File: src/include/cpu_params.svh
// ==========================================================================
// Width settings for the pipelined CPU. Pulled in by the type package and
// by the top level, which sizes both memories from these values.
// ==========================================================================
`ifndef CPU_PARAMS_SVH
`define CPU_PARAMS_SVH

// data and address word
`define CPU_DATA_W 32

// register index, 32 registers
`define CPU_REG_ADDR_W 5

// instruction memory word address, 512 words
`define CPU_IMEM_ADDR_W 9

// data memory word address, 1024 words
`define CPU_DMEM_ADDR_W 10

`endif

File: src/logic/cpu_pkg.sv
// ==========================================================================
// Types shared by the CPU stages: words, register indices, instruction
// fields and ALU operations. Modules import it in their headers.
// ==========================================================================
`default_nettype none
`include "cpu_params.svh"

package cpu_pkg;

   typedef logic [`CPU_DATA_W-1:0] word_t;
   typedef logic [`CPU_REG_ADDR_W-1:0] reg_addr_t;

   typedef enum logic [5:0] {
      op_rtype = 6'd0,
      op_j     = 6'd2,
      op_beq   = 6'd4,
      op_addi  = 6'd8,
      op_lw    = 6'd35,
      op_sw    = 6'd43
   } opcode_e;

   // funct field of the R-type instructions
   typedef enum logic [5:0] {
      fn_add = 6'd32,
      fn_sub = 6'd34,
      fn_and = 6'd36,
      fn_or  = 6'd37,
      fn_slt = 6'd42
   } funct_e;

   typedef enum logic [2:0] {
      alu_add,
      alu_sub,
      alu_and,
      alu_or,
      alu_slt
   } alu_op_e;

endpackage

`default_nettype wire

File: src/logic/decode_stage.sv
// ==========================================================================
// Decode stage: control decode, register file, beq and j resolution, the
// hazard stall and the ID/EX register feeding execute.
// ==========================================================================
`timescale 1ns/1ps
`default_nettype none

module decode_stage
   import cpu_pkg::*;
(
   input  wire            clk,
   input  wire            arst_n,
   input  wire            enable,
   input  wire word_t     if_instr,
   input  wire word_t     if_pc_plus4,
   input  wire reg_addr_t mem_dest,
   input  wire            mem_reg_write,
   input  wire reg_addr_t wb_dest,
   input  wire            wb_reg_write,
   input  wire word_t     wb_data,
   output logic           stall,
   output logic           redirect,
   output word_t          redirect_pc,
   output word_t          ex_rs_val,
   output word_t          ex_rt_val,
   output word_t          ex_imm,
   output reg_addr_t      ex_rs,
   output reg_addr_t      ex_rt,
   output reg_addr_t      ex_dest,
   output alu_op_e        ex_alu_op,
   output logic           ex_alu_src,
   output logic           ex_mem_read,
   output logic           ex_mem_write,
   output logic           ex_reg_write
);

   word_t regs [2**$bits(reg_addr_t)];
   opcode_e opcode;
   funct_e funct;
   reg_addr_t rs, rt, rd, dest, rt_src;
   word_t rs_val, rt_val, imm_ext, branch_pc, jump_pc;
   alu_op_e dec_alu_op;
   logic dec_reg_write, dec_mem_read, dec_mem_write, dec_alu_src;
   logic dest_is_rt, uses_rt, is_beq, is_j;
   logic load_use, branch_wait;

   // producer d collides with a source, r0 never counts
   function automatic logic hits(reg_addr_t d, reg_addr_t a, reg_addr_t b);
      return (d != '0) && ((d == a) || (d == b));
   endfunction

   assign opcode = opcode_e'(if_instr[31:26]);
   assign funct = funct_e'(if_instr[5:0]);
   assign rs = if_instr[25:21];
   assign rt = if_instr[20:16];
   assign rd = if_instr[15:11];
   assign imm_ext = word_t'($signed(if_instr[15:0]));

   always_comb begin
      dec_alu_op = alu_add;
      dec_reg_write = 1'b0;
      dec_mem_read = 1'b0;
      dec_mem_write = 1'b0;
      dec_alu_src = 1'b0;
      dest_is_rt = 1'b0;
      uses_rt = 1'b0;
      is_beq = 1'b0;
      is_j = 1'b0;
      case (opcode)
         op_rtype: begin
            uses_rt = 1'b1;
            dec_reg_write = 1'b1;
            case (funct)
               fn_add: dec_alu_op = alu_add;
               fn_sub: dec_alu_op = alu_sub;
               fn_and: dec_alu_op = alu_and;
               fn_or: dec_alu_op = alu_or;
               fn_slt: dec_alu_op = alu_slt;
               default: dec_reg_write = 1'b0;
            endcase
         end
         op_addi: begin
            dec_reg_write = 1'b1;
            dec_alu_src = 1'b1;
            dest_is_rt = 1'b1;
         end
         op_lw: begin
            dec_reg_write = 1'b1;
            dec_mem_read = 1'b1;
            dec_alu_src = 1'b1;
            dest_is_rt = 1'b1;
         end
         op_sw: begin
            dec_mem_write = 1'b1;
            dec_alu_src = 1'b1;
            uses_rt = 1'b1;
         end
         op_beq: begin
            is_beq = 1'b1;
            uses_rt = 1'b1;
         end
         op_j: is_j = 1'b1;
         // anything else passes through as a nop
         default: ;
      endcase
   end

   assign dest = dest_is_rt ? rt : rd;

   // writeback lands this cycle, so a same-cycle read sees it
   assign rs_val = (rs == '0) ? '0 :
                   (wb_reg_write && wb_dest == rs) ? wb_data : regs[rs];
   assign rt_val = (rt == '0) ? '0 :
                   (wb_reg_write && wb_dest == rt) ? wb_data : regs[rt];

   always_ff @(posedge clk) begin
      if (enable && wb_reg_write) begin
         regs[wb_dest] <= wb_data;
      end
   end

   assign rt_src = uses_rt ? rt : '0;
   assign load_use = ex_mem_read && hits(ex_dest, rs, rt_src);

   // beq compares raw register values, so wait for producers in EX and MEM
   assign branch_wait = is_beq && ((ex_reg_write && hits(ex_dest, rs, rt)) ||
                                   (mem_reg_write && hits(mem_dest, rs, rt)));
   assign stall = load_use || branch_wait;

   assign branch_pc = if_pc_plus4 + (imm_ext << 2);
   assign jump_pc = {if_pc_plus4[31:28], if_instr[25:0], 2'b00};
   assign redirect = !stall && (is_j || (is_beq && rs_val == rt_val));
   assign redirect_pc = is_j ? jump_pc : branch_pc;

   // a stall sends a bubble into execute
   always_ff @(posedge clk or negedge arst_n) begin
      if (!arst_n) begin
         ex_mem_read <= 1'b0;
         ex_mem_write <= 1'b0;
         ex_reg_write <= 1'b0;
      end else if (enable) begin
         ex_mem_read <= dec_mem_read && !stall;
         ex_mem_write <= dec_mem_write && !stall;
         ex_reg_write <= dec_reg_write && !stall;
      end
   end

   always_ff @(posedge clk) begin
      if (enable) begin
         ex_rs_val <= rs_val;
         ex_rt_val <= rt_val;
         ex_imm <= imm_ext;
         ex_rs <= rs;
         ex_rt <= rt;
         ex_dest <= dest;
         ex_alu_op <= dec_alu_op;
         ex_alu_src <= dec_alu_src;
      end
   end

endmodule

`default_nettype wire

File: config.mk
export PLATFORM = sky130hd
export DESIGN_NAME = decode_stage
export DESIGN_NICKNAME = d
export VERILOG_FILES = /design/src/logic/cpu_pkg.sv /design/src/logic/decode_stage.sv
export VERILOG_INCLUDE_DIRS = /design/src /design/src/include
export SDC_FILE = /design/constraint.sdc
export NUM_CORES = 2
export LEC_CHECK = 0
export BUFFER_PORTS_ARGS = -buffer_cell sky130_fd_sc_hd__buf_2
export CAP_MARGIN = 20
export CORE_MARGIN = 3
export CORE_UTILIZATION = 45
export CTS_CLUSTER_DIAMETER = 80
export CTS_CLUSTER_SIZE = 40
export DETAILED_ROUTE_END_ITERATION = 6
export PLACE_DENSITY = 0.75
export REMOVE_ABC_BUFFERS = 1
export SLEW_MARGIN = 0
export SYNTH_ARGS = -nofsm -noshare
export SYNTH_HDL_FRONTEND = slang
export SYNTH_SLANG_ARGS = --single-unit
File: constraint.sdc
create_clock -name clk -period 3.55 [get_ports clk]
set_input_delay 0.355 -clock clk [delete_from_list [all_inputs] [get_ports clk]]
set_output_delay 0.355 -clock clk [all_outputs]
set_load 0.005 [all_outputs]
==> run_results.csv <==
group,metric,value,unit
die,start_util,45.4,%
clocking,cts_buffers,45,
die,die_h,351,um
synth,synth_edf_count,1123,
power_and_ir_drop,combPwrFrac,14.7,%
clocking,clk_pin_slew,0.14,ns
power_and_ir_drop,ir_worst_vdd,0.000329,V
synth,yosysSeqAreaShare,63.0,%
timing,fin_setup_tns,-0.882,ns
drt,wl_per_cell,34.6,um
synth,ys_ff_latch,1126,
worst_setup_path,crit_chain,"mux4_2 > mux4_2 > nand2_1 > o21ai_2 > a22o_1 > xnor2_2 > nand4_1 > or4b_4 > a311oi_2 > a22o_4 > buf_6",
global_routing,grt-ovfl-total,0,
power_and_ir_drop,p_switching,6.79,mW
timing,hold_viol,0,
global_routing,grt_pass1_wl,250000,um
drt,drc,13,
die,die_area,123000,um2
synth,ys_top_cells_by_area,"edfxtp_1 63%, mux4_2 22%, a22oi_1 1.1%",
die,core,118000,um2
global_routing,grt_pass1_vias,34791,
synth,syn_avg_cell_area,18.5,um2
clocking,clock_latency,0.71,ns
run_status,status,"finished with violations",
clocking,clkSinkCount,1126,
worst_hold_path,hold_path_depth,1,
place,portBuffers,262,
drt,routed_wl,179000,um
cells_and_area,final_cell_mix,"1123 x edfxtp_1, 514 x mux4_2, 499 x buf_4",
worst_setup_path,critPathMaxFanout,2,
global_routing,grt_max_degree,51,
worst_setup_path,worst-setup-path-type,"reg2out",
synth,synthDominantCellAreaShare,62.8,%
drt,drt-initial-drc-count,5778,
worst_setup_path,cpMaxStageDelayCell,"or4b_4",
timing,fin_ws,-0.882,ns
timing,maxSlewHeadroom,42.2,%
power_and_ir_drop,power,26.1,mW
synth,async_flop_share,0.266,%
synth,synthCells,2909,
synth,syn_area,53700,um2
power_and_ir_drop,clkPwrFrac,28.3,%
place,place_hpwl,121000,um
power_and_ir_drop,p_leak,21.2,nW
place,gp_congestion,0.920,
clocking,cts_tree,"done",
synth,synthDistinctLibCells,79,
drt,viasPerCell,6.85,
timing,skew,0.0443,ns
power_and_ir_drop,seq_power_share,57.0,%
die,io_pins,263,
power_and_ir_drop,powerDensity,413,nW/um2
timing,maxSlewViolCount,0,
drt,first_pass_iters,7,
timing,worst_pin_slew,0.862,ns
die,std_cell_rows,126,
worst_setup_path,crit_buf_inv,1,
synth,synth_top_area_cell,"edfxtp_1",
worst_setup_path,endpoint_kind,"primary output",
drt,ant_nets,0,
worst_setup_path,critPathRequiredTime,3.19,ns
clocking,cts-root-buf,"clkbuf_16",
worst_setup_path,reg2reg_depth,6,
power_and_ir_drop,p_int,19.4,mW
job,maxCapViolations,0,
worst_setup_path,start_kind,"register",
timing,period_needed,4.43,ns
worst_hold_path,min_path_type,"in2reg",
worst_setup_path,crit_cells,11,
timing,setup_violations,1,
clocking,h-tree-depth,2,
worst_setup_path,max_stage_delay,0.59,ns
power_and_ir_drop,power_switching_share,26.0,%
global_routing,grt_use_total,28.7,%
global_routing,antenna_found_initial,14,
cells_and_area,drive_gt1_share,42.0,%
clocking,clock_path_buffers,3,
cells_and_area,area_growth,18.0,%
timing,fmax,226,MHz
timing,finalCritPeriodShare,125,%
die,die_x,351,um
cells_and_area,final_nets,3730,
worst_setup_path,cpMostUsedCell,"mux4_2",
worst_setup_path,cp.arrival,4.08,ns
cells_and_area,final_common_cell,"edfxtp_1",
synth,yosys_warnings,0,
timing,rsz0062_at_grt,"true",
run_status,violations,"DRC, setup timing",
drt,via_count,35391,
synth,ys.flop_type,"edfxtp_1",
worst_setup_path,crit_family,"multiplexers",
metal layers:
metal | global-route usage (%) | vias up | part of all wire (%)
met1 | 37.0 | 17974 | 33
li1 | - | 13729 | -
met5 | 0 | - | 0.054
met2 | 44.1 | 2983 | 45
met3 | 9.21 | 691 | 15
met4 | 14.1 | 14 | 6.3
registers in the layout, summed over array words and instances, names as in the netlist:
register	cells
ex_alu_op	3
ex_rt_val	32
ex_imm	16
ex_mem_write	1
ex_rs_val	32
regs	1024
ex_alu_src	1
ex_rs	5
ex_rt	5
ex_dest	5
ex_mem_read	1
ex_reg_write	1
stage by stage:
| step | util, % | worst slack [ns] | area (um2) | instances | hold WS (ns) |
|---|---|---|---|---|---|
| finish | 53.6 | -0.882 | 63400 | 5168 | 0.0353 |
| global route | 53.6 | -0.949 | 63400 | 5162 | 0.00418 |
| CTS | 53.4 | -0.847 | 63200 | 5158 | 0.00214 |
| detailed placement | 51.7 | -1.02 | 61100 | 5057 | 0.154 |
| global placement | 51.7 | -0.958 | 61100 | 5057 | 0.154 |
| floorplan | - | -0.121 | 52400 | 2693 | 0.0594 |
power groups by stage:
stage	logic [mW]	registers [mW]	clock network, mW
floorplan	1.48	15.2	0
detailed placement	3.67	15.2	0
finish	3.84	14.9	7.40
global placement	3.64	15.2	0
global route	4.03	14.9	7.93
CTS	3.74	14.9	7.48
cells in the mapped netlist, drive strengths merged, types with 12 or more instances:
cell and number:
nand2 77, nor3 40, inv 23, mux2i 57
a21o 18, nand3 40, xnor2 56, nand2b 19
xor2 22, o22ai 74, a31oi 14, nand4 12
ha 29, a22o 24, nor2 114, o21ai 56
a21oi 68, a32o 14, and2 25, a22oi 78
clkbuf 67, nor2b 16, buf 149, a211oi 30
edfxtp 1123, mux4 517
final cells by class:
| type | count | area (um2) |
|---|---|---|
| antenna | 8 | 20.0 |
| clock buffer | 47 | 1150 |
| clock inverter | 35 | 567 |
| fill | 9000 | 54900 |
| inverter | 23 | 88.8 |
| multi-input combinational | 1544 | 19100 |
| sequential | 1126 | 33800 |
| tap | 1536 | 1920 |
| timing repair buffer | 849 | 6730 |
cells by family (layout without fill, tap and decap cells):
group / Yosys count / count (layout) / synth area share, %
mux: 582 / 582 / 22.9
flops: 1126 / 1126 / 63.0
compound gates: 437 / 437 / 5.64
fa+ha+maj: 30 / 30 / 0.713
buf+inv: 239 / 954 / 2.48
xor+xnor: 78 / 78 / 1.27
other cells: 0 / 8 / 0
simple gates: 417 / 417 / 3.99
what timing repair did:
item | in CTS | in global routing
gates resized for setup | 23 | 37
setup buffers | 4 | 2
setup endpoints to repair | 4 | 9
endpoints found under the hold margin | 42 | 1
hold buffers | 17 | 1
cloned | 0 | 0
pin swaps | 7 | 19
path summary, 6_finish.rpt:
kind                                     startpoint                        to  slack, ns
setup / recovery              regs[25][2]$_DFFE_PP_                  redirect      -0.88
hold / removal                           wb_data[6]     regs[10][6]$_DFFE_PP_       0.04
setup reg to reg             regs[15][25]$_DFFE_PP_   ex_rs_val[25]$_DFFE_PP_       1.20
hold reg to reg            ex_mem_write$_DFFE_PN0P_  ex_mem_write$_DFFE_PN0P_       0.54
max in group asynchronous                    arst_n  ex_reg_write$_DFFE_PN0P_       2.90
min in group asynchronous                    arst_n  ex_mem_write$_DFFE_PN0P_       0.51
Power figures use the tool's default switching activity.
