File: src/include/cpu_params.svh
// ==========================================================================
// Width settings for the pipelined CPU. Pulled in by the type package and
// by the top level, which sizes both memories from these values.
// ==========================================================================
`ifndef CPU_PARAMS_SVH
`define CPU_PARAMS_SVH

// data and address word
`define CPU_DATA_W 32

// register index, 32 registers
`define CPU_REG_ADDR_W 5

// instruction memory word address, 512 words
`define CPU_IMEM_ADDR_W 9

// data memory word address, 1024 words
`define CPU_DMEM_ADDR_W 10

`endif

File: src/logic/cpu_pkg.sv
// ==========================================================================
// Types shared by the CPU stages: words, register indices, instruction
// fields and ALU operations. Modules import it in their headers.
// ==========================================================================
`default_nettype none
`include "cpu_params.svh"

package cpu_pkg;

   typedef logic [`CPU_DATA_W-1:0] word_t;
   typedef logic [`CPU_REG_ADDR_W-1:0] reg_addr_t;

   typedef enum logic [5:0] {
      op_rtype = 6'd0,
      op_j     = 6'd2,
      op_beq   = 6'd4,
      op_addi  = 6'd8,
      op_lw    = 6'd35,
      op_sw    = 6'd43
   } opcode_e;

   // funct field of the R-type instructions
   typedef enum logic [5:0] {
      fn_add = 6'd32,
      fn_sub = 6'd34,
      fn_and = 6'd36,
      fn_or  = 6'd37,
      fn_slt = 6'd42
   } funct_e;

   typedef enum logic [2:0] {
      alu_add,
      alu_sub,
      alu_and,
      alu_or,
      alu_slt
   } alu_op_e;

endpackage

`default_nettype wire

File: src/logic/memory_stage.sv
// ==========================================================================
// Memory stage: data memory access, the MEM/WB register and the value
// written back to the register file.
// ==========================================================================
`timescale 1ns/1ps
`default_nettype none

module memory_stage
   import cpu_pkg::*;
(
   input  wire            clk,
   input  wire            arst_n,
   input  wire            enable,
   input  wire word_t     mem_alu_result,
   input  wire word_t     mem_store_val,
   input  wire reg_addr_t mem_dest,
   input  wire            mem_mem_read,
   input  wire            mem_mem_write,
   input  wire            mem_reg_write,
   input  wire word_t     dmem_rdata,
   output word_t          dmem_addr,
   output logic           dmem_wen,
   output word_t          dmem_wdata,
   output reg_addr_t      wb_dest,
   output logic           wb_reg_write,
   output word_t          wb_data
);

   logic wb_is_load;
   word_t wb_load_data;
   word_t wb_alu_result;

   assign dmem_addr = mem_alu_result >> 2;
   // a frozen pipeline must not repeat a store
   assign dmem_wen = mem_mem_write && enable;
   assign dmem_wdata = mem_store_val;

   always_ff @(posedge clk or negedge arst_n) begin
      if (!arst_n) begin
         wb_reg_write <= 1'b0;
         wb_is_load <= 1'b0;
      end else if (enable) begin
         wb_reg_write <= mem_reg_write;
         wb_is_load <= mem_mem_read;
      end
   end

   always_ff @(posedge clk) begin
      if (enable) begin
         wb_dest <= mem_dest;
         wb_load_data <= dmem_rdata;
         wb_alu_result <= mem_alu_result;
      end
   end

   assign wb_data = wb_is_load ? wb_load_data : wb_alu_result;

endmodule

`default_nettype wire

File: config.mk
export PLATFORM = sky130hd
export DESIGN_NAME = memory_stage
export DESIGN_NICKNAME = d
export VERILOG_FILES = /design/src/logic/cpu_pkg.sv /design/src/logic/memory_stage.sv
export VERILOG_INCLUDE_DIRS = /design/src /design/src/include
export SDC_FILE = /design/constraint.sdc
export NUM_CORES = 1
export LEC_CHECK = 0
export BUFFER_PORTS_ARGS = -buffer_cell sky130_fd_sc_hd__buf_2
export CORE_MARGIN = 2
export CORE_UTILIZATION = 30
export CTS_CLUSTER_DIAMETER = 80
export DETAILED_ROUTE_END_ITERATION = 12
export PLACE_DENSITY = 0.58
export SLEW_MARGIN = 10
export SYNTH_ARGS = -nofsm -noshare
export SYNTH_HDL_FRONTEND = slang
export SYNTH_SLANG_ARGS = --single-unit
File: constraint.sdc
create_clock -name clk -period 3.59 [get_ports clk]
set_input_delay 0.718 -clock clk [delete_from_list [all_inputs] [get_ports clk]]
set_output_delay 0.718 -clock clk [all_outputs]
set_load 0.005 [all_outputs]
==> flow_summary.json, run 1 <==
{
  "p_comb_share_pct": 11.2,
  "tightest_slew_ns": 0.668,
  "syn_area_mm2": 0.00318,
  "initial_utilization_pct": 30.8,
  "path_max_fanout": 21,
  "drv_slew": 0,
  "fmax_mhz": 372,
  "grt.busiest_layer": "met2",
  "power_frac_clock_pct": 39.6,
  "met1_usage_pct": 9.93,
  "slowest_delay_ns": 0.80,
  "clock_latency_ns": 0.33,
  "rrSetupSlack_ns": 2.45,
  "worstPathCellList": "buf_4 -> mux2_4 -> buf_2",
  "cp.arrival_ns": 1.97,
  "gp_congestion": 0.649,
  "layout-drive-gt1-share_pct": 72.2,
  "r2r_start": "wb_is_load",
  "rows": 37,
  "post-cts-setup-buffers": 0,
  "r2r-end": "wb_is_load",
  "worstPathRequired_ns": 2.87,
  "fin_nets": 372,
  "p_switching_mw": 0.400,
  "fp.dieH_um": 107,
  "finalSetupViolCount": 0,
  "grt_use_total_pct": 9.44,
  "clockBufferDepth": 2,
  "post_drt_wl_per_cell_um": 13.3,
  "p_total_mw": 2.06,
  "drtPass1Iterations": 3,
  "drv_cap": 0,
  "grt_use_met2_pct": 15.1,
  "drtIter0Drc": 44,
  "r2r_cells": 1,
  "via_count": 1599,
  "rsz0062_at_grt": "no",
  "dpl.hpwl_mm": 3.95,
  "outcome": "completed",
  "ys_ff_latch": 71,
  "relSlewSlack_pct": 55.5,
  "min_period_ns": 2.69,
  "cp-endpoint": "wb_data[6]",
  "fp.dieW_um": 107,
  "cts_resized": 0,
  "cts_buffers": 9,
  "fin_crit_sh_pct": 74.9,
  "peakVddDrop_v": 0.000164,
  "ant_nets": 0,
  "p_int_mw": 1.66,
  "grt_max_degree": 46,
  "finalWirelength_mm": 5.39,
  "yosys_warnings": 0,
  "die-area_mm2": 0.0114,
  "antenna_found_initial": 0,
  "critical-path-slowest-cell": "dfrtp_2",
  "num-fill-cells": 989,
  "port_buffers": 143,
  "hp-class": "input pin to async pin",
  "core_area_mm2": 0.0103,
  "cts_tree": "done",
  "io-pin-count": 210,
  "layout_common_cells": "143 x buf_2, 69 x edfxtp_1, 29 x mux2_4, 9 x clkbuf_8, 5 x mux2_2",
  "cts.sinks": 71,
  "final.setup.tns_ns": 0,
  "vias_per_cell": 3.94,
  "clk_pin_slew_worst_paths_ns": 0.07,
  "yosysSeqAreaShare_pct": 66.8,
  "syn-instance-count": 175,
  "area_delta_synth_final_pct": 19.5,
  "drc": 0,
  "htree_levels": 3,
  "end_kind": "output pin",
  "grt_pass1_wl_mm": 7.85,
  "antennaDiodeCount": 0,
  "grt_pass1_vias": 1575,
  "criticalPathCategory": "flip-flop to output pin",
  "swShare_pct": 19.5,
  "hold_viol": 0,
  "overflow": 0,
  "ctsRootBufferMaster": "clkbuf_8",
  "met3_usage_pct": 4.32,
  "crit_start": "wb_is_load",
  "power_frac_seq_pct": 49.2,
  "p_leak_nw": 1.67,
  "power_density_mw_per_mm2": 541,
  "start_kind": "flip-flop",
  "synth.distinct_cells": 9,
  "cts-hold-fix-buffers": 0,
  "skew_ns": 0,
  "final_common_cell": "buf_2",
  "synth.avg_cell_area_um2": 18.1
}
==> power by group through the flow <==
stage / sequential, mW / combinational, mW / clock (mW)
after floorplan: 1.01 / 0.180 / 0
after global placement: 1.03 / 0.233 / 0
after detailed placement: 1.03 / 0.237 / 0
after CTS: 1.01 / 0.237 / 0.846
after global routing: 1.02 / 0.251 / 0.888
final: 1.01 / 0.230 / 0.815
==> per-stage QoR <==
stage / util (%) / setup WS (ns) / area (um2) / hold slack [ns] / instances
after floorplan: - / 1.95 / 3180 / 0.422 / 176
after global placement: 34.3 / 1.22 / 3540 / 0.486 / 390
after detailed placement: 34.3 / 1.19 / 3540 / 0.493 / 390
after CTS: 36.8 / 0.802 / 3800 / 0.128 / 406
after global routing: 36.8 / 0.739 / 3800 / 0.118 / 406
final: 36.8 / 0.902 / 3800 / 0.152 / 406
==> worst max-delay path: cells and delay by family (launching register included) <==
kind | cells | cell delay, ns
DFF | 1 | 0.80
buffers and inverters | 2 | 0.50
muxes | 1 | 0.32
==> kinds of logic (layout without fill, tap and decap cells) <==
group                  after synthesis  in the layout  synth area share (%)
flip-flops                          71             71                  66.8
buffers and inverters               68            162                  17.4
multiplexers                        34             34                  15.5
other                                1              2                 0.118
AND/OR/NAND/NOR                      1              1                 0.197
==> synthesized netlist by cell type <==
library cell,number,area (um2)
buf_6,1,11.3
mux2_4,29,435
mux2_2,5,56.3
dfrtp_1,2,50.1
buf_12,3,60.1
buf_4,64,480
and2_1,1,6.26
conb_1,1,3.75
edfxtp_1,69,2070
==> layout make-up <==
class	instances	area, um2	area share [%]
multi-input cells	37	505	13.3
flip-flops and latches	71	2120	55.9
clock buffers	9	124	3.26
repair buffers	146	738	19.4
well taps	136	170	4.48
clock inverters	7	135	3.56
==> routing by layer <==
metal | up-vias | routed length (um)
met2 | 94 | 2710
li1 | 743 | -
met4 | 0 | 149
met5 | - | 0
met3 | 21 | 525
met1 | 741 | 2010
==> how the worst min path moves through the flow <==
| stage | to | slack, ns | startpoint | cells after the start |
|---|---|---|---|---|
| 2_1_floorplan | wb_is_load | 0.42 | arst_n | 0 |
| 3_3_place_gp | wb_reg_write | 0.49 | wb_reg_write | 1 |
| 3_5_place_dp | wb_reg_write | 0.49 | wb_reg_write | 1 |
| 4_1_cts | wb_reg_write | 0.13 | arst_n | 1 |
| 5_1_grt | wb_reg_write | 0.12 | arst_n | 1 |
| 6_report | wb_reg_write | 0.15 | arst_n | 1 |
==> state kept, by name, summed over array words and instances, names as in the netlist <==
| signal | flops |
|---|---|
| wb_alu_result | 32 |
| wb_reg_write | 1 |
| wb_load_data | 32 |
| wb_dest | 5 |
| wb_is_load | 1 |
Power figures use the tool's default switching activity.
==> run 2: changes to the inputs <==
--- a/config.mk
+++ b/config.mk
@@ -6,12 +6,13 @@
 export SDC_FILE = /design/constraint.sdc
 export NUM_CORES = 1
 export LEC_CHECK = 0
+export ABC_AREA = 1
 export BUFFER_PORTS_ARGS = -buffer_cell sky130_fd_sc_hd__buf_2
 export CORE_MARGIN = 2
 export CORE_UTILIZATION = 30
 export CTS_CLUSTER_DIAMETER = 80
 export DETAILED_ROUTE_END_ITERATION = 12
-export PLACE_DENSITY = 0.58
+export PLACE_DENSITY = 0.6
 export SLEW_MARGIN = 10
 export SYNTH_ARGS = -nofsm -noshare
 export SYNTH_HDL_FRONTEND = slang
==> constraint.sdc (replaced) <==
create_clock -name clk -period 2.3 [get_ports clk]
set_input_delay 0.46 -clock clk [delete_from_list [all_inputs] [get_ports clk]]
set_output_delay 0.46 -clock clk [all_outputs]
set_load 0.005 [all_outputs]
==> flow_summary.json, run 2 <==
{
  "outcome": "completed",
  "fp.dieW_um": 106,
  "drtPass1Iterations": 4,
  "port_buffers": 143,
  "peakVddDrop_v": 0.000343,
  "cts.sinks": 71,
  "power_frac_seq_pct": 52.8,
  "via_count": 1896,
  "fmax_mhz": 544,
  "multi_input_area_um2": 412,
  "min_period_ns": 1.84,
  "post-route-util_pct": 36.2,
  "htree_levels": 3,
  "synth_ff_type": "edfxtp_1",
  "ctsRootBufferMaster": "clkbuf_8",
  "fin_crit_sh_pct": 79.9,
  "overflow": 0,
  "power_frac_clock_pct": 35.9,
  "cts_tree": "done",
  "p_leak_nw": 1.72,
  "synthSimpleGateAreaFrac_pct": 13.0,
  "drv_cap": 0,
  "hp-class": "input pin to flip-flop",
  "p_switching_mw": 0.662,
  "syn-instance-count": 249,
  "synthAdderAreaFrac_pct": 0,
  "synth.avg_cell_area_um2": 12.5,
  "dp_slack_ns": 0.782,
  "antennaDiodeCount": 0,
  "clock_latency_ns": 0.33,
  "synth.distinct_cells": 10,
  "io-pin-count": 210,
  "num-fill-cells": 1069,
  "fin_nets": 445,
  "dpl.hpwl_mm": 4.82,
  "place_area_mm2": 0.00347,
  "layout-drive-gt1-share_pct": 49.3,
  "async_reset_ff_share_pct": 2.82,
  "final.setup.tns_ns": 0,
  "hold_viol": 0,
  "ys_ff_latch": 71,
  "syn_area_mm2": 0.00310,
  "placedCellCount": 462,
  "antenna_found_initial": 0,
  "yosys.area.top_type": "edfxtp_1",
  "finalWirelength_mm": 6.66,
  "vias_per_cell": 3.96,
  "p_comb_share_pct": 11.3,
  "drv_slew": 0,
  "ant_nets": 0,
  "finalSetupViolCount": 0,
  "synthTopCellsByArea": "edfxtp_1 67%, buf_4 16%, nand2_1 12%",
  "synthXorXnorAreaFrac_pct": 0,
  "layout_setup_ws_ns": 0.462,
  "grt_pass1_vias": 1894,
  "final_common_cell": "buf_2",
  "seqCellArea_mm2": 0.00212,
  "synth_top_family_by_area": "buffers and inverters",
  "layout_common_cells": "143 x buf_2, 96 x nand2_1, 69 x edfxtp_1, 9 x clkbuf_8, 7 x nand2_2",
  "grt_use_total_pct": 11.8,
  "cts-hold-fix-buffers": 1,
  "start_kind": "flip-flop",
  "yosys_warnings": 0,
  "synth_top_area_share_pct": 66.7,
  "synth_edf_count": 69,
  "cp.arrival_ns": 1.38,
  "p_int_mw": 2.29,
  "synthMuxAreaShare_pct": 0,
  "die-area_mm2": 0.0112,
  "clockBufferDepth": 2,
  "criticalPathCategory": "flip-flop to output pin",
  "initial_utilization_pct": 30.5,
  "cts_buffers": 9,
  "path_max_fanout": 23,
  "drc": 0,
  "top_regs": "wb_alu_result: 32 flops, wb_load_data: 32 flops, wb_dest: 5 flops",
  "skew_ns": 0,
  "yosysMostFrequentCell": "nand2_1",
  "p_total_mw": 2.96,
  "synth_common_cells": "96 x nand2_1, 69 x edfxtp_1, 66 x buf_4",
  "grt_pass1_wl_mm": 9.69,
  "worstPathRequired_ns": 1.84,
  "grt_max_degree": 42,
  "cts_resized": 0,
  "post_drt_wl_per_cell_um": 13.9,
  "core_area_mm2": 0.0102,
  "area_delta_synth_final_pct": 18.9,
  "rsz0062_at_grt": "no",
  "rows": 37,
  "post-route-cell-area_mm2": 0.00369,
  "final_cells": 479,
  "synth_compound_area_share_pct": 0,
  "gp_congestion": 0.698,
  "clk_pin_slew_worst_paths_ns": 0.08,
  "yosysSeqAreaShare_pct": 68.4,
  "power_density_mw_per_mm2": 801,
  "drtIter0Drc": 67,
  "whs_ns": 0.292,
  "fp.dieH_um": 106,
  "post-cts-setup-buffers": 0,
  "end_kind": "output pin",
  "swShare_pct": 22.4
}
==> run 2: cell types whose count changed after synthesis, sizes merged <==
cell,before,now
and2,1,0
buf,68,71
inv,0,3
nand2,0,103
mux2,34,0
==> run 2: cell type report <==
type / count / area share [%]
Tap cell: 136 / 4.61
Inverter: 3 / 0.508
Clock buffer: 10 / 3.46
Sequential cell: 71 / 57.5
Multi-Input combinational cell: 105 / 11.2
Timing Repair Buffer: 148 / 20.5
Clock inverter: 6 / 2.31
==> run 2: logic make-up (layout without fill, tap and decap cells) <==
family,after synthesis,after routing
AND/OR/NAND/NOR,103,103
flip-flops,71,71
other,1,2
buffers and inverters,74,167
==> run 2: critical path, stage by stage (launching register included) <==
cell and delay (ns):
dfrtp_1 0.47, buf_4 0.30, nand2_1 0.08, nand2_1 0.08, buf_2 0.11
==> run 2: power groups by stage <==
stage          Combinational, mW  Clock, mW  Sequential (mW)
2_1_floorplan              0.221          0             1.58
3_3_place_gp               0.340          0             1.59
3_5_place_dp               0.344          0             1.59
4_1_cts                    0.348       1.11             1.56
5_1_grt                    0.383       1.16             1.57
6_report                   0.335       1.06             1.56
==> run 2: path summary, 6_finish.rpt <==
check	startpoint	to	slack [ns]	cells past startpoint
max in group asynchronous	arst_n	wb_is_load	1.72	2
min reg2reg	wb_reg_write	wb_reg_write	0.48	2
min in group asynchronous	arst_n	wb_reg_write	0.48	2
min	dmem_rdata[12]	wb_load_data[12]	0.29	1
max	wb_is_load	wb_data[29]	0.46	4
max reg2reg	wb_is_load	wb_is_load	1.33	3
==> run 2: routing by layer <==
layer / vias up / track usage, % / wire length (um)
li1: 923 / - / -
met1: 837 / 12.1 / 2410
met2: 109 / 20.8 / 3460
met3: 27 / 3.53 / 544
met4: 0 / 7.42 / 250
met5: - / 0 / 0
==> run 3: changes to the inputs <==
--- a/config.mk
+++ b/config.mk
@@ -6,13 +6,13 @@
 export SDC_FILE = /design/constraint.sdc
 export NUM_CORES = 1
 export LEC_CHECK = 0
-export ABC_AREA = 1
+export ABC_AREA = 0
 export BUFFER_PORTS_ARGS = -buffer_cell sky130_fd_sc_hd__buf_2
 export CORE_MARGIN = 2
 export CORE_UTILIZATION = 30
 export CTS_CLUSTER_DIAMETER = 80
 export DETAILED_ROUTE_END_ITERATION = 12
-export PLACE_DENSITY = 0.6
+export PLACE_DENSITY = 0.58
 export SLEW_MARGIN = 10
 export SYNTH_ARGS = -nofsm -noshare
 export SYNTH_HDL_FRONTEND = slang
==> constraint.sdc (replaced) <==
create_clock -name clk -period 1.8 [get_ports clk]
set_input_delay 0.36 -clock clk [delete_from_list [all_inputs] [get_ports clk]]
set_output_delay 0.36 -clock clk [all_outputs]
set_load 0.005 [all_outputs]
==> flow_summary.json, run 3 (same netlist as run 1, synthesis figures left out) <==
{
  "cts_buffers": 9,
  "p_int_mw": 3.07,
  "drc": 0,
  "via_count": 1647,
  "grt_max_degree": 36,
  "drv_cap": 0,
  "violations": "negative setup slack",
  "min_period_ns": 1.82,
  "layout_setup_ws_ns": -0.0196,
  "initial_utilization_pct": 30.8,
  "outcome": "complete, but fails checks",
  "rsz0062_at_grt": "yes",
  "p_comb_share_pct": 16.7,
  "peakVddDrop_v": 0.000312,
  "top_regs": "wb_alu_result: 32 flops, wb_load_data: 32 flops, wb_dest: 5 flops",
  "cp.arrival_ns": 1.46,
  "layout-drive-gt1-share_pct": 73.3,
  "port_buffers": 143,
  "post_drt_wl_per_cell_um": 14.2,
  "swShare_pct": 22.2,
  "hp-class": "input pin to flip-flop",
  "start_kind": "flip-flop",
  "clock_latency_ns": 0.33,
  "end_kind": "output pin",
  "whs_ns": 0.186,
  "p_leak_nw": 1.77,
  "power_frac_clock_pct": 32.7,
  "fin_crit_sh_pct": 101,
  "rows": 37,
  "clockBufferDepth": 2,
  "area_delta_synth_final_pct": 28.1,
  "clk_pin_slew_worst_paths_ns": 0.08,
  "overflow": 0,
  "die-area_mm2": 0.0114,
  "io-pin-count": 210,
  "core_area_mm2": 0.0103,
  "fin_nets": 379,
  "antenna_found_initial": 0,
  "power_density_mw_per_mm2": 970,
  "fp.dieW_um": 107,
  "drv_slew": 0,
  "skew_ns": 0,
  "criticalPathCategory": "flip-flop to output pin",
  "vias_per_cell": 3.99,
  "hold_viol": 0,
  "fmax_mhz": 550,
  "cts.sinks": 71,
  "htree_levels": 3,
  "worstPathRequired_ns": 1.44,
  "gp_congestion": 0.666,
  "finalWirelength_mm": 5.88,
  "grt_pass1_wl_mm": 8.18,
  "antennaDiodeCount": 0,
  "grt_use_total_pct": 9.95,
  "ant_nets": 0,
  "finalSetupViolCount": 23,
  "final_common_cell": "buf_2",
  "drtIter0Drc": 37,
  "grt_pass1_vias": 1609,
  "p_switching_mw": 0.874,
  "cts_tree": "done",
  "ctsRootBufferMaster": "clkbuf_8",
  "dpl.hpwl_mm": 3.99,
  "layout_common_cells": "112 x buf_2, 69 x edfxtp_1, 32 x mux2_4, 31 x buf_6, 10 x clkbuf_8",
  "fp.dieH_um": 107,
  "p_total_mw": 3.95,
  "drtPass1Iterations": 4,
  "path_max_fanout": 16,
  "power_frac_seq_pct": 50.6
}
==> run 3: changes by cell type in the layout (fill, tap and decap cells not counted), sizes merged <==
cell / previous run / this run
buf: 147 / 151
bufinv: 2 / 1
clkinvlp: 1 / 3
mux2: 0 / 34
nand2: 103 / 0
inv: 3 / 0
clkbuf: 10 / 11
clkinv: 3 / 2
and2: 0 / 1
==> run 3: power by group through the flow <==
| stage | Clock, mW | Sequential, mW | Combinational, mW |
|---|---|---|---|
| after floorplan | 0 | 2.02 | 0.359 |
| after global placement | 0 | 2.03 | 0.508 |
| after detailed placement | 0 | 2.03 | 0.513 |
| after CTS | 1.35 | 2.00 | 0.627 |
| after global routing | 1.41 | 2.01 | 0.708 |
| final | 1.29 | 2.00 | 0.658 |
==> run 3: layer usage <==
layer | global-route usage, % | wire length [um] | up-vias
met4 | 5.84 | 139 | 0
met1 | 10.5 | 2190 | 770
met2 | 16.6 | 3080 | 93
met3 | 4.26 | 470 | 21
met5 | 0 | 0 | -
li1 | - | - | 763
==> run 3: metrics by stage <==
step | TNS, ns | worst slack [ns] | instances | utilization [%] | area [um2]
global route | -2.55 | -0.0980 | 413 | 39.4 | 4070
floorplan | 0 | 0.517 | 176 | - | 3180
finish | -0.283 | -0.0196 | 413 | 39.4 | 4070
detailed placement | 0 | 0.302 | 394 | 34.8 | 3590
global placement | 0 | 0.322 | 394 | 34.8 | 3590
CTS | -0.743 | -0.0763 | 412 | 38.7 | 3990
==> run 3: critical path, stage by stage (launching register included) <==
cell,delay (ns)
dfrtp_2,0.47
buf_16,0.21
mux2_4,0.32
buf_6,0.11
==> run 3: cell type report <==
type	instances	area, um2
clock inverters	6	70.1
multi-input cells	37	517
flip-flops and latches	71	2120
well taps	136	170
clock buffers	10	138
fillers	978	6260
repair buffers	153	1050
==> run 3: repair_timing <==
item	4_1_cts	5_1_grt
gates cloned	1	1
hold buffers	1	0
setup endpoints to repair	32	32
endpoints found under the hold margin	2	0
gates resized for setup	26	9
buffers inserted	0	0
pin swaps	0	0
==> run 3: path summary, 6_finish.rpt <==
check                               start  slack (ns)  cells after the start          endpoint
max                            wb_is_load       -0.02                      3        wb_data[5]
min reg2reg                  wb_reg_write        0.54                      1      wb_reg_write
max in group asynchronous          arst_n        1.35                      2        wb_is_load
min in group asynchronous          arst_n        0.33                      2      wb_reg_write
max reg2reg                    wb_is_load        0.74                      2        wb_is_load
min                        dmem_rdata[17]        0.19                      1  wb_load_data[17]
