===== src/include/cpu_params.svh =====
// ==========================================================================
// Width settings for the pipelined CPU. Pulled in by the type package and
// by the top level, which sizes both memories from these values.
// ==========================================================================
`ifndef CPU_PARAMS_SVH
`define CPU_PARAMS_SVH

// data and address word
`define CPU_DATA_W 32

// register index, 32 registers
`define CPU_REG_ADDR_W 5

// instruction memory word address, 512 words
`define CPU_IMEM_ADDR_W 9

// data memory word address, 1024 words
`define CPU_DMEM_ADDR_W 10

`endif


===== src/logic/cpu_pkg.sv =====
// ==========================================================================
// Types shared by the CPU stages: words, register indices, instruction
// fields and ALU operations. Modules import it in their headers.
// ==========================================================================
`default_nettype none
`include "cpu_params.svh"

package cpu_pkg;

   typedef logic [`CPU_DATA_W-1:0] word_t;
   typedef logic [`CPU_REG_ADDR_W-1:0] reg_addr_t;

   typedef enum logic [5:0] {
      op_rtype = 6'd0,
      op_j     = 6'd2,
      op_beq   = 6'd4,
      op_addi  = 6'd8,
      op_lw    = 6'd35,
      op_sw    = 6'd43
   } opcode_e;

   // funct field of the R-type instructions
   typedef enum logic [5:0] {
      fn_add = 6'd32,
      fn_sub = 6'd34,
      fn_and = 6'd36,
      fn_or  = 6'd37,
      fn_slt = 6'd42
   } funct_e;

   typedef enum logic [2:0] {
      alu_add,
      alu_sub,
      alu_and,
      alu_or,
      alu_slt
   } alu_op_e;

endpackage

`default_nettype wire


===== src/logic/fetch_stage.sv =====
// ==========================================================================
// Fetch stage: program counter and the IF/ID register. Decode steers it
// with stall and redirect; enable low freezes everything here.
// ==========================================================================
`timescale 1ns/1ps
`default_nettype none

module fetch_stage
   import cpu_pkg::*;
(
   input  wire        clk,
   input  wire        arst_n,
   input  wire        enable,
   input  wire        stall,
   input  wire        redirect,
   input  wire word_t redirect_pc,
   input  wire word_t imem_rdata,
   output word_t      imem_addr,
   output word_t      if_instr,
   output word_t      if_pc_plus4
);

   word_t pc;
   word_t pc_plus4;

   assign pc_plus4 = pc + word_t'(4);

   // byte address to word index
   assign imem_addr = pc >> 2;

   always_ff @(posedge clk or negedge arst_n) begin
      if (!arst_n) begin
         pc <= '0;
      end else if (enable) begin
         if (redirect) begin
            pc <= redirect_pc;
         end else if (!stall) begin
            pc <= pc_plus4;
         end
      end
   end

   // the slot fetched behind a taken branch or jump becomes a nop
   always_ff @(posedge clk or negedge arst_n) begin
      if (!arst_n) begin
         if_instr <= '0;
      end else if (enable) begin
         if (redirect) begin
            if_instr <= '0;
         end else if (!stall) begin
            if_instr <= imem_rdata;
         end
      end
   end

   always_ff @(posedge clk) begin
      if (enable && !stall) begin
         if_pc_plus4 <= pc_plus4;
      end
   end

endmodule

`default_nettype wire


===== config.mk =====
export PLATFORM = sky130hd
export DESIGN_NAME = fetch_stage
export DESIGN_NICKNAME = d
export VERILOG_FILES = /design/src/logic/cpu_pkg.sv /design/src/logic/fetch_stage.sv
export VERILOG_INCLUDE_DIRS = /design/src /design/src/include
export SDC_FILE = /design/constraint.sdc
export NUM_CORES = 1
export LEC_CHECK = 0
export BUFFER_PORTS_ARGS = -buffer_cell sky130_fd_sc_hd__buf_2
export CORE_MARGIN = 2
export CORE_UTILIZATION = 35
export CTS_BUF_LIST = sky130_fd_sc_hd__clkbuf_16
export CTS_CLUSTER_SIZE = 40
export DETAILED_ROUTE_END_ITERATION = 8
export PLACE_DENSITY = 0.58
export SLEW_MARGIN = 10
export SYNTH_ARGS = -nofsm -noshare
export SYNTH_HDL_FRONTEND = slang
export SYNTH_SLANG_ARGS = --single-unit

===== constraint.sdc =====
create_clock -name clk -period 3.4 [get_ports clk]
set_input_delay 0.34 -clock clk [delete_from_list [all_inputs] [get_ports clk]]
set_output_delay 0.34 -clock clk [all_outputs]
set_load 0.01 [all_outputs]

==> impl_metrics.sql, run 1 <==
INSERT INTO impl_metrics (metric_group, metric, value, unit) VALUES
('floorplanning', 'die_h', '119', 'um'),
('global_routing', 'via_count_of_the_first_global_routing_pass', '3533', ''),
('sta', 'timing.clock.skew', '0.00802', 'ns'),
('pwr', 'internal_power', '0.00226', 'W'),
('clock_tree', 'post_cts_buffers', '0', ''),
('finish', 'layout_commonest_cell', 'sky130_fd_sc_hd__buf_2', ''),
('clock_tree', 'cts_num_sinks', '96', ''),
('clock_tree', 'clock_tree.buffer_depth', '2', ''),
('sta', 'hold_viol_final', '0', ''),
('routing', 'remaining_drc_errors', '0', ''),
('global_routing', 'grt_max_degree', '39', ''),
('pwr', 'power_spent_charging_and_discharging_nets', '0.000863', 'W'),
('logic_synthesis', 'synth_enable_flop_cells', '32', ''),
('finish', 'syn_to_final_growth', '24.1', '%'),
('sta', 'tightestPinTransition', '0.819', 'ns'),
('finish', 'share_of_layout_cells_above_drive_strength_1', '35.7', '%'),
('floorplanning', 'ios', '165', ''),
('routing', 'postRouteAntennaNets', '0', ''),
('placement', 'detailed_place_hpwl', '8330', 'um'),
('logic_synthesis', 'synth.area.top_cells', 'sky130_fd_sc_hd__dfrtp_1 (35%), sky130_fd_sc_hd__edfxtp_1 (21%), sky130_fd_sc_hd__a22o_1 (6.1%)', ''),
('pwr', 'power_frac_clock', '36.4', '%'),
('pwr', 'combPwrFrac', '16.9', '%'),
('worst_setup_path', 'crit_slowest_cell', 'sky130_fd_sc_hd__nor3_4', ''),
('sta', 'slew_headroom', '45.2', '%'),
('logic_synthesis', 'syn_avg_cell_area', '11.1', 'sq um'),
('sta', 'setup_viol', '0', ''),
('worst_setup_path', 'critical_path.max_fanout', '10', ''),
('finish', 'final_nets', '611', ''),
('routing', 'drt_pre_antenna_iters', '4', ''),
('routing', 'drt-initial-drc-count', '242', ''),
('clock_tree', 'cts_root_buf', 'sky130_fd_sc_hd__clkbuf_16', ''),
('status', 'run_status', 'completed', ''),
('clock_tree', 'tritoncts.num_buffers', '9', ''),
('clock_tree', 'hold_buffers_post_cts', '0', ''),
('floorplanning', 'start_util', '36.3', '%'),
('global_routing', 'antenna_violations_before_repair', '1', ''),
('worst_setup_path', 'buffers_inverters_on_critical_path', '0', ''),
('pwr', 'power.ir.vdd_worst', '0.280', 'mV'),
('pwr', 'power.share.switching', '27.6', '%'),
('global_routing', 'grt_first_pass_wirelength', '18300', 'um'),
('worst_setup_path', 'timing.critical_path.slowest_cell_delay', '0.45', 'ns'),
('pwr', 'power.density_cell_area', '545', 'nW/um^2'),
('job', 'drv_cap', '0', ''),
('logic_synthesis', 'synth_sequential_area_ratio', '55.5', '%'),
('logic_synthesis', 'synth-seq-cells', '96', ''),
('worst_setup_path', 'endpoint_kind', 'register', ''),
('worst_setup_path', 'crit_path_cell_trace', 'ha_1, nand3_1, nor3_4, nand4_1, a21oi_1, a2bb2oi_1', ''),
('placement', 'place.port_buffers', '162', ''),
('worst_setup_path', 'worst-endpoint-arrival', '2.33', 'ns'),
('hold_path', 'hold_path.class', 'in -> async', ''),
('routing', 'detail_route.wirelength', '11600', 'um'),
('floorplanning', 'core-area', '12700', 'sq um'),
('finish', 'final_cell_mix', 'sky130_fd_sc_hd__buf_2 (162), sky130_fd_sc_hd__dfrtp_1 (64), sky130_fd_sc_hd__a22o_1 (32), sky130_fd_sc_hd__edfxtp_1 (32), sky130_fd_sc_hd__nand2_1 (25)', ''),
('floorplanning', 'core.rowCount', '41', ''),
('pwr', 'power_leakage', '2.63', 'nW'),
('worst_setup_path', 'critPathRequiredTime', '3.66', 'ns'),
('clock_tree', 'worst_skew_pair.late_latency', '0.34', 'ns'),
('routing', 'post_drt_via_cell_ratio', '5.00', ''),
('clock_tree', 'clock_tree.htree_level_count', '3', ''),
('sta', 'grt_setup_unrepaired', 'no', ''),
('logic_synthesis', 'synthDominantCellAreaShare', '34.7', '%'),
('logic_synthesis', 'postSynth.topFlopCell', 'sky130_fd_sc_hd__dfrtp_1', ''),
('finish', 'postLayoutCoreUtil', '45.0', '%'),
('logic_synthesis', 'synthDistinctLibCells', '44', ''),
('logic_synthesis', 'ys_warn_count', '0', ''),
('pwr', 'p_seq_share', '46.7', '%'),
('routing', 'route.vias.total', '3595', ''),
('logic_synthesis', 'postSynth.asyncResetShare', '66.7', '%'),
('global_routing', 'global_route.overflow_total', '0', ''),
('routing', 'routedWlPerCell', '16.1', 'um'),
('floorplanning', 'die_width', '119', 'um');
-- cell families (layout without fill, tap and decap cells) --
| kind of cell | count (synthesis) | in the layout | share of synthesized area (%) |
|---|---|---|---|
| fa+ha+maj | 1 | 1 | 0.271 |
| compound gates | 110 | 110 | 16.8 |
| flops | 96 | 96 | 55.5 |
| mux | 8 | 8 | 1.79 |
| buf+inv | 64 | 195 | 7.92 |
| xor+xnor | 28 | 28 | 5.31 |
| other cells | 1 | 3 | 0.0812 |
| simple gates | 106 | 106 | 12.3 |
-- stage by stage --
| step | hold slack, ns | total power (W) | instances | worst slack, ns | cell area, sq um |
|---|---|---|---|---|---|
| floorplan | 0.0444 | 0.00184 | 415 | 1.64 | 4620 |
| global placement | 0.411 | 0.00200 | 702 | 1.24 | 5390 |
| detailed placement | 0.411 | 0.00202 | 702 | 1.20 | 5390 |
| CTS | 0.0434 | 0.00316 | 718 | 1.34 | 5730 |
| global route | 0.0778 | 0.00327 | 719 | 1.11 | 5730 |
| finish | 0.0278 | 0.00312 | 719 | 1.34 | 5730 |
-- cells in the mapped netlist (all sizes together) (2+ instances only) --
library cell,n
dfrtp,64
buf,38
a22o,32
edfxtp,32
nand2,25
a21oi,21
nand3,21
xnor2,21
o21ai,20
nor2,19
clkbuf,17
nand4,11
nor3,10
o22ai,10
inv,9
a2bb2oi,8
and3,8
nor4,7
xor2,7
mux2i,6
a22oi,3
a32oi,3
a311o,2
and2,2
mux2,2
nor2b,2
o211ai,2
o21a,2
-- power by group through the flow --
stage	registers, W	logic, W	clock network (W)
CTS	0.00146	0.000537	0.00117
global placement	0.00148	0.000528	0
finish	0.00146	0.000528	0.00114
floorplan	0.00148	0.000366	0
detailed placement	0.00148	0.000538	0
global route	0.00148	0.000583	0.00121
-- area by class of cell --
type,instances,area (sq um)
well taps,172,215
multi-input cells,255,1710
clock inverters,6,87.6
fillers,1249,6990
flip-flops and latches,96,2560
diodes,1,2.50
inverters,9,33.8
clock buffers,10,250
repair buffers,170,871
-- worst paths after layout --
check	start	end	slack, ns	cells past startpoint
max in group asynchronous	arst_n	pc[10]	2.41	2
worst max-delay path	pc[3]	pc[24]	1.34	6
min in group clk	imem_rdata[7]	if_instr[7]	0.21	2
worst min register to register	pc[1]	if_pc_plus4[1]	0.44	0
worst max register to register	pc[3]	pc[24]	1.34	6
worst min-delay path	arst_n	pc[18]	0.03	1
-- registers in the layout, summed over array words and instances (netlist names) --
signal / flops
pc: 32
if_pc_plus4: 32
if_instr: 32
-- per-layer routing --
layer	wire length, um	part of all wire, %	GRT usage (%)	vias up
met3	910	7.9	4.84	6
met2	5280	46	25.5	141
met5	0	0	0	-
met1	5280	46	21.9	1695
li1	-	-	-	1753
met4	101	0.87	5.88	0
-- worst register-to-register path, cell delays in order (launching register included) --
cell and delay (ns):
sky130_fd_sc_hd__dfrtp_1 0.41, sky130_fd_sc_hd__ha_1 0.23, sky130_fd_sc_hd__nand3_1 0.25, sky130_fd_sc_hd__nor3_4 0.45, sky130_fd_sc_hd__nand4_1 0.27, sky130_fd_sc_hd__a21oi_1 0.22
sky130_fd_sc_hd__a2bb2oi_1 0.16
Note: power is estimated with default switching activity, not from simulation.
==> run 2, diff against run 1 <==
clock period = 1.9 ns   (was 3.4 ns; I/O delays follow)
==> run 2 against run 1 <==
  * Largest power group unchanged
  * Core utilization up 1.2 points
  * Fmax rose by 14%
  * Combinational power is 99% higher
==> impl_metrics.sql, run 2 (synthesis gave the netlist of run 1 again) <==
INSERT INTO impl_metrics (metric_group, metric, value, unit) VALUES
('global_routing', 'antenna_violations_before_repair', '1', ''),
('worst_setup_path', 'critPathRequiredTime', '2.16', 'ns'),
('pwr', 'power_leakage', '2.73', 'nW'),
('worst_setup_path', 'rr_endpoint', 'pc[14]', ''),
('floorplanning', 'core.rowCount', '41', ''),
('sta', 'final_min_period_over_clock_period', '94.7', '%'),
('global_routing', 'grt_max_degree', '65', ''),
('worst_setup_path', 'setup.reg_to_reg.worst_slack', '0.1', 'ns'),
('hold_path', 'min_from', 'imem_rdata[13]', ''),
('sta', 'timing.setup.tns', '0', 'ns'),
('routing', 'drt_pre_antenna_iters', '5', ''),
('global_routing', 'global_route.overflow_total', '0', ''),
('pwr', 'power_spent_charging_and_discharging_nets', '0.00150', 'W'),
('worst_setup_path', 'start_kind', 'register', ''),
('finish', 'postLayoutCoreUtil', '46.2', '%'),
('global_routing', 'grt_first_pass_wirelength', '19200', 'um'),
('hold_path', 'worst_hold_path.endpoint', 'if_instr[13]', ''),
('floorplanning', 'ios', '165', ''),
('placement', 'gp_congestion', '0.824', ''),
('worst_setup_path', 'setup.worst_path.class', 'reg -> reg', ''),
('sta', 'setup_viol', '0', ''),
('routing', 'drt-initial-drc-count', '251', ''),
('routing', 'post_drt_via_cell_ratio', '5.10', ''),
('sta', 'slew_viol_final', '0', ''),
('routing', 'postRouteAntennaNets', '0', ''),
('sta', 'finalWorstPathRequiredPeriod', '1.80', 'ns'),
('floorplanning', 'start_util', '36.3', '%'),
('placement', 'detailed_place_hpwl', '8600', 'um'),
('global_routing', 'grt_use_total', '17.1', '%'),
('worst_setup_path', 'critical_path.max_fanout', '5', ''),
('finish', 'final_nets', '634', ''),
('global_routing', 'via_count_of_the_first_global_routing_pass', '3683', ''),
('clock_tree', 'clock_tree.buffer_depth', '2', ''),
('routing', 'detail_route.wirelength', '12100', 'um'),
('worst_setup_path', 'endpoint_kind', 'register', ''),
('finish', 'insertedDiodeCount', '0', ''),
('pwr', 'power.share.switching', '27.6', '%'),
('sta', 'timing.clock.skew', '0.00700', 'ns'),
('sta', 'hold_viol_final', '0', ''),
('routing', 'remaining_drc_errors', '0', ''),
('clock_tree', 'cts_num_sinks', '96', ''),
('worst_setup_path', 'regToRegStartpoint', 'pc[2]', ''),
('job', 'drv_cap', '0', ''),
('clock_tree', 'clock_tree.htree_level_count', '3', ''),
('pwr', 'power.density_cell_area', '925', 'nW/um^2'),
('clock_tree', 'cts_tree', 'done', ''),
('finish', 'final_cell_count_without_fillers', '740', ''),
('floorplanning', 'core-area', '12700', 'sq um'),
('finish', 'final_cell_mix', 'sky130_fd_sc_hd__buf_2 (162), sky130_fd_sc_hd__dfrtp_1 (63), sky130_fd_sc_hd__a22o_1 (32), sky130_fd_sc_hd__edfxtp_1 (32), sky130_fd_sc_hd__buf_4 (29)', ''),
('clock_tree', 'worst_skew_pair.late_latency', '0.34', 'ns'),
('sta', 'fmax', '556', 'MHz'),
('finish', 'share_of_layout_cells_above_drive_strength_1', '38.0', '%'),
('floorplanning', 'design.die.area', '14100', 'sq um'),
('placement', 'place.port_buffers', '162', ''),
('pwr', 'power_frac_clock', '33.2', '%'),
('finish', 'syn_to_final_growth', '27.4', '%'),
('pwr', 'combPwrFrac', '19.4', '%'),
('clock_tree', 'tritoncts.num_buffers', '9', ''),
('pwr', 'p_seq_share', '47.4', '%'),
('hold_path', 'hold_path.class', 'in -> reg', ''),
('routing', 'route.vias.total', '3772', ''),
('pwr', 'power.ir.vdd_worst', '0.397', 'mV'),
('finish', 'layout_commonest_cell', 'sky130_fd_sc_hd__buf_2', ''),
('clock_tree', 'cts.clk_slew.worst_paths', '0.07', 'ns'),
('worst_setup_path', 'r2r.worst_path.cells', '7', ''),
('clock_tree', 'cts_root_buf', 'sky130_fd_sc_hd__clkbuf_16', ''),
('pwr', 'internal_power', '0.00394', 'W'),
('status', 'run_status', 'completed', ''),
('hold_path', 'hold_path_depth', '2', ''),
('placement', 'number_of_cells_after_detailed_placement', '722', ''),
('floorplanning', 'die_width', '119', 'um'),
('routing', 'routedWlPerCell', '16.3', 'um'),
('worst_setup_path', 'worst-endpoint-arrival', '2.06', 'ns'),
('finish', 'reg_top3', 'if_instr (32), if_pc_plus4 (32), pc (32)', ''),
('floorplanning', 'die_h', '119', 'um');
-- run 2: changes by cell type in the layout (fill, tap and decap cells not counted), sizes merged --
cell	change
dlygate4sd3	+1
diode	-1
clkinvlp	-1
inv	-1
clkinv	+2
bufinv	-1
buf	+22
-- run 2: worst max path at each step --
stage                        end  slack (ns)  startpoint  depth (start not counted)
after CTS                 pc[22]        0.07      pc[11]                          4
after floorplan           pc[22]        0.16       pc[2]                          5
after global routing      pc[14]       -0.03       pc[2]                          7
after global placement    pc[22]        0.14      pc[11]                          4
final                     pc[14]         0.1       pc[2]                          7
after detailed placement  pc[22]         0.1      pc[11]                          4
-- run 2: cell type report --
| type | instances | area (sq um) |
|---|---|---|
| clock buffers | 10 | 250 |
| clock inverters | 5 | 46.3 |
| fillers | 1236 | 6840 |
| inverters | 9 | 33.8 |
| multi-input cells | 255 | 1710 |
| flip-flops and latches | 96 | 2560 |
| well taps | 172 | 215 |
| repair buffers | 193 | 1060 |
-- run 2: critical path, cell delays in order (launching register included) --
cell                        delay (ns)
sky130_fd_sc_hd__dfrtp_1          0.40
sky130_fd_sc_hd__ha_1             0.22
sky130_fd_sc_hd__nand3_1          0.16
sky130_fd_sc_hd__buf_4            0.20
sky130_fd_sc_hd__nor2_1           0.15
sky130_fd_sc_hd__nand4_1          0.22
sky130_fd_sc_hd__a21oi_2          0.19
sky130_fd_sc_hd__a2bb2oi_1        0.17
-- run 2: layer usage --
metal,GRT usage [%],wire length [um],up-vias
li1,-,-,1793
met1,23.3,5390,1803
met2,27.0,5540,161
met3,4.74,1030,13
met4,4.46,128,2
met5,0,13,-
-- run 2: metrics by stage --
stage | worst slack, ns | hold slack, ns | total power, W | cell area (sq um)
2_1_floorplan | 0.162 | -0.106 | 0.00330 | 4620
3_3_place_gp | 0.143 | 0.237 | 0.00365 | 5550
3_5_place_dp | 0.0973 | 0.239 | 0.00367 | 5550
4_1_cts | 0.0739 | 0.0540 | 0.00550 | 5860
5_1_grt | -0.0294 | 0.0619 | 0.00570 | 5880
6_report | 0.0998 | 0.0677 | 0.00544 | 5880
-- run 2: what timing repair did --
item / 4_1_cts / 5_1_grt
setup buffers: 0 / 2
resized for setup: 0 / 3
hold buffers: 1 / 0
endpoints found under the setup margin: 0 / 7
endpoints found under the hold margin: 64 / 0
-- run 2: power groups by stage --
stage	combinational [W]	clock [W]	sequential, W
2_1_floorplan	0.000655	0	0.00264
3_3_place_gp	0.00105	0	0.00260
3_5_place_dp	0.00106	0	0.00261
4_1_cts	0.00106	0.00186	0.00257
5_1_grt	0.00116	0.00194	0.00261
6_report	0.00105	0.00181	0.00258
==> run 3, diff against run 2 <==
--- a/config.mk
+++ b/config.mk
@@ -7,5 +7,5 @@
 export NUM_CORES = 1
 export LEC_CHECK = 0
-export BUFFER_PORTS_ARGS = -buffer_cell sky130_fd_sc_hd__buf_2
+export BUFFER_PORTS_ARGS = -buffer_cell sky130_fd_sc_hd__clkbuf_2
 export CORE_MARGIN = 2
 export CORE_UTILIZATION = 35
==> constraint.sdc (replaced) <==
create_clock -name clk -period 1.9 [get_ports clk]
set_input_delay 0.095 -clock clk [delete_from_list [all_inputs] [get_ports clk]]
set_output_delay 0.095 -clock clk [all_outputs]
set_load 0.01 [all_outputs]
==> run 3 against run 2 <==
  * Power increased by 0.20%
  * Final area up 6.9%
  * Sequential share of layout area fell by 2.8 points
  * Highest routed layer is now met4
  * Setup slack improved by 0.061 ns
  * Count of clock-buffer cells in the layout decreased by 1
  * Sequential power is essentially flat
==> impl_metrics.sql, run 3 (synthesis gave the netlist of run 1 again) <==
INSERT INTO impl_metrics (metric_group, metric, value, unit) VALUES
('sta', 'finalWorstPathRequiredPeriod', '1.74', 'ns'),
('worst_setup_path', 'critical_path.max_fanout', '10', ''),
('global_routing', 'grt_max_degree', '38', ''),
('worst_setup_path', 'regToRegStartpoint', 'pc[3]', ''),
('sta', 'setup_viol', '0', ''),
('pwr', 'power.density_cell_area', '867', 'nW/um^2'),
('finish', 'reg_top3', 'if_instr (32), if_pc_plus4 (32), pc (32)', ''),
('placement', 'place.port_buffers', '162', ''),
('worst_setup_path', 'timing.critical_path.slowest_cell_delay', '0.40', 'ns'),
('sta', 'hold_viol_final', '0', ''),
('pwr', 'power.ir.vdd_worst', '0.413', 'mV'),
('placement', 'gp_congestion', '0.822', ''),
('worst_setup_path', 'launch_point_of_the_worst_path', 'pc[3]', ''),
('sta', 'fmax', '575', 'MHz'),
('routing', 'remaining_drc_errors', '0', ''),
('global_routing', 'antenna_violations_before_repair', '0', ''),
('clock_tree', 'cts_tree', 'done', ''),
('worst_setup_path', 'top_delay_family_on_crit_path', 'simple AND/OR/NAND/NOR gates', ''),
('pwr', 'power_leakage', '2.91', 'nW'),
('floorplanning', 'die_h', '119', 'um'),
('global_routing', 'grt_use_total', '17.7', '%'),
('clock_tree', 'worst_skew_pair.late_latency', '0.34', 'ns'),
('sta', 'grt_setup_unrepaired', 'no', ''),
('finish', 'final_cell_count_without_fillers', '780', ''),
('floorplanning', 'design.die.area', '14100', 'sq um'),
('clock_tree', 'cts_root_buf', 'sky130_fd_sc_hd__clkbuf_16', ''),
('floorplanning', 'die_width', '119', 'um'),
('clock_tree', 'clock_tree.buffer_depth', '2', ''),
('global_routing', 'global_route.overflow_total', '0', ''),
('sta', 'timing.setup.tns', '0', 'ns'),
('worst_setup_path', 'crit_slowest_cell', 'sky130_fd_sc_hd__dfrtp_1', ''),
('finish', 'syn_to_final_growth', '36.2', '%'),
('routing', 'detail_route.wirelength', '12100', 'um'),
('finish', 'final_nets', '673', ''),
('clock_tree', 'cts.clk_slew.worst_paths', '0.07', 'ns'),
('floorplanning', 'ios', '165', ''),
('floorplanning', 'core-area', '12700', 'sq um'),
('worst_setup_path', 'worst-endpoint-arrival', '1.83', 'ns'),
('placement', 'number_of_cells_after_detailed_placement', '725', ''),
('worst_setup_path', 'start_kind', 'register', ''),
('worst_setup_path', 'endpoint_kind', 'register', ''),
('global_routing', 'via_count_of_the_first_global_routing_pass', '3860', ''),
('floorplanning', 'start_util', '36.3', '%'),
('clock_tree', 'clock_tree.htree_level_count', '3', ''),
('routing', 'drt-initial-drc-count', '168', ''),
('sta', 'timing.clock.skew', '0.00775', 'ns'),
('finish', 'final_cell_mix', 'sky130_fd_sc_hd__clkbuf_2 (161), sky130_fd_sc_hd__dfrtp_1 (61), sky130_fd_sc_hd__dlygate4sd3_1 (36)', ''),
('hold_path', 'hold_path.class', 'in -> reg', ''),
('global_routing', 'grt_first_pass_wirelength', '19700', 'um'),
('worst_setup_path', 'crit_path_cell_trace', 'ha_2, nand3_1, nor3_4, buf_4, nand4_1, xnor2_1', ''),
('placement', 'detailed_place_hpwl', '8580', 'um'),
('job', 'drv_cap', '0', ''),
('finish', 'insertedDiodeCount', '0', ''),
('worst_setup_path', 'setup.worst_path.class', 'reg -> reg', ''),
('floorplanning', 'core.rowCount', '41', ''),
('routing', 'routedWlPerCell', '15.5', 'um'),
('worst_setup_path', 'critPathRequiredTime', '1.99', 'ns'),
('routing', 'drt_pre_antenna_iters', '4', ''),
('hold_path', 'min_from', 'redirect_pc[20]', ''),
('sta', 'tightestPinTransition', '0.662', 'ns'),
('worst_setup_path', 'buffers_inverters_on_critical_path', '1', ''),
('sta', 'slew_headroom', '55.9', '%'),
('finish', 'layout_commonest_cell', 'sky130_fd_sc_hd__clkbuf_2', ''),
('clock_tree', 'tritoncts.num_buffers', '9', ''),
('status', 'run_status', 'completed', ''),
('clock_tree', 'cts_num_sinks', '96', ''),
('routing', 'post_drt_via_cell_ratio', '4.92', ''),
('worst_setup_path', 'setup.reg_to_reg.worst_slack', '0.16', 'ns'),
('sta', 'final_min_period_over_clock_period', '91.5', '%'),
('routing', 'route.vias.total', '3836', ''),
('routing', 'postRouteAntennaNets', '0', ''),
('finish', 'share_of_layout_cells_above_drive_strength_1', '37.2', '%'),
('sta', 'slew_viol_final', '0', ''),
('finish', 'number_of_filler_instances_in_the_final_layout', '1158', '');
## run 3: timing repair
item                       in CTS  in global routing
setup buffers                   0                  3
resized for setup               0                 10
setup endpoints to repair       0                 20
hold endpoints to repair       58                  0
hold buffers                   36                  0
## run 3: worst paths after layout
| path | end | depth (start not counted) |
|---|---|---|
| max in group asynchronous | if_instr[31] | 3 |
| hold reg to reg | if_pc_plus4[0] | 0 |
| hold / removal | pc[20] | 3 |
| setup reg to reg | if_pc_plus4[26] | 6 |
| setup / recovery | if_pc_plus4[26] | 6 |
| min in group asynchronous | pc[14] | 2 |
## run 3: through the flow
| stage | power (W) | hold slack, ns | cell area, sq um | setup WS [ns] | utilization [%] |
|---|---|---|---|---|---|
| floorplan | 0.00330 | -0.201 | 4620 | 0.162 | - |
| finish | 0.00545 | 0.0214 | 6290 | 0.161 | 49.4 |
| detailed placement | 0.00369 | 0.166 | 5590 | 0.0829 | 43.9 |
| global route | 0.00574 | 0.0363 | 6290 | 0.00229 | 49.4 |
| CTS | 0.00551 | 0.0169 | 6230 | 0.0697 | 48.9 |
| global placement | 0.00367 | 0.169 | 5590 | 0.153 | 43.9 |
## run 3: area by class of cell
| class | instances | area (sq um) | area share, % |
|---|---|---|---|
| multi-input cells | 255 | 1740 | 27.7 |
| clock inverters | 7 | 55.1 | 0.876 |
| well taps | 172 | 215 | 3.42 |
| flip-flops and latches | 96 | 2570 | 40.8 |
| repair buffers | 232 | 1450 | 23.1 |
| inverters | 9 | 33.8 | 0.537 |
| clock buffers | 9 | 225 | 3.58 |
## run 3: where the power goes
group          total (W)  switching (W)  internal [W]
clock            0.00174       0.000739      0.000997
sequential       0.00258       0.000198       0.00239
combinational    0.00113       0.000593      0.000535
total            0.00545        0.00153       0.00392
## run 3: worst reg2reg max path, stage by stage, from the launching register on
cell                      delay (ns)
sky130_fd_sc_hd__dfrtp_1        0.40
sky130_fd_sc_hd__ha_2           0.22
sky130_fd_sc_hd__nand3_1        0.15
sky130_fd_sc_hd__nor3_4         0.13
sky130_fd_sc_hd__buf_4          0.21
sky130_fd_sc_hd__nand4_1        0.21
sky130_fd_sc_hd__xnor2_1        0.18
## run 3: per-layer routing
metal / vias to the layer above / part of all wire (%) / global-route usage [%]
li1: 1871 / - / -
met1: 1801 / 45 / 23.4
met2: 149 / 46 / 27.8
met3: 15 / 7.4 / 5.12
met4: 0 / 1.5 / 6.40
met5: - / 0 / 0
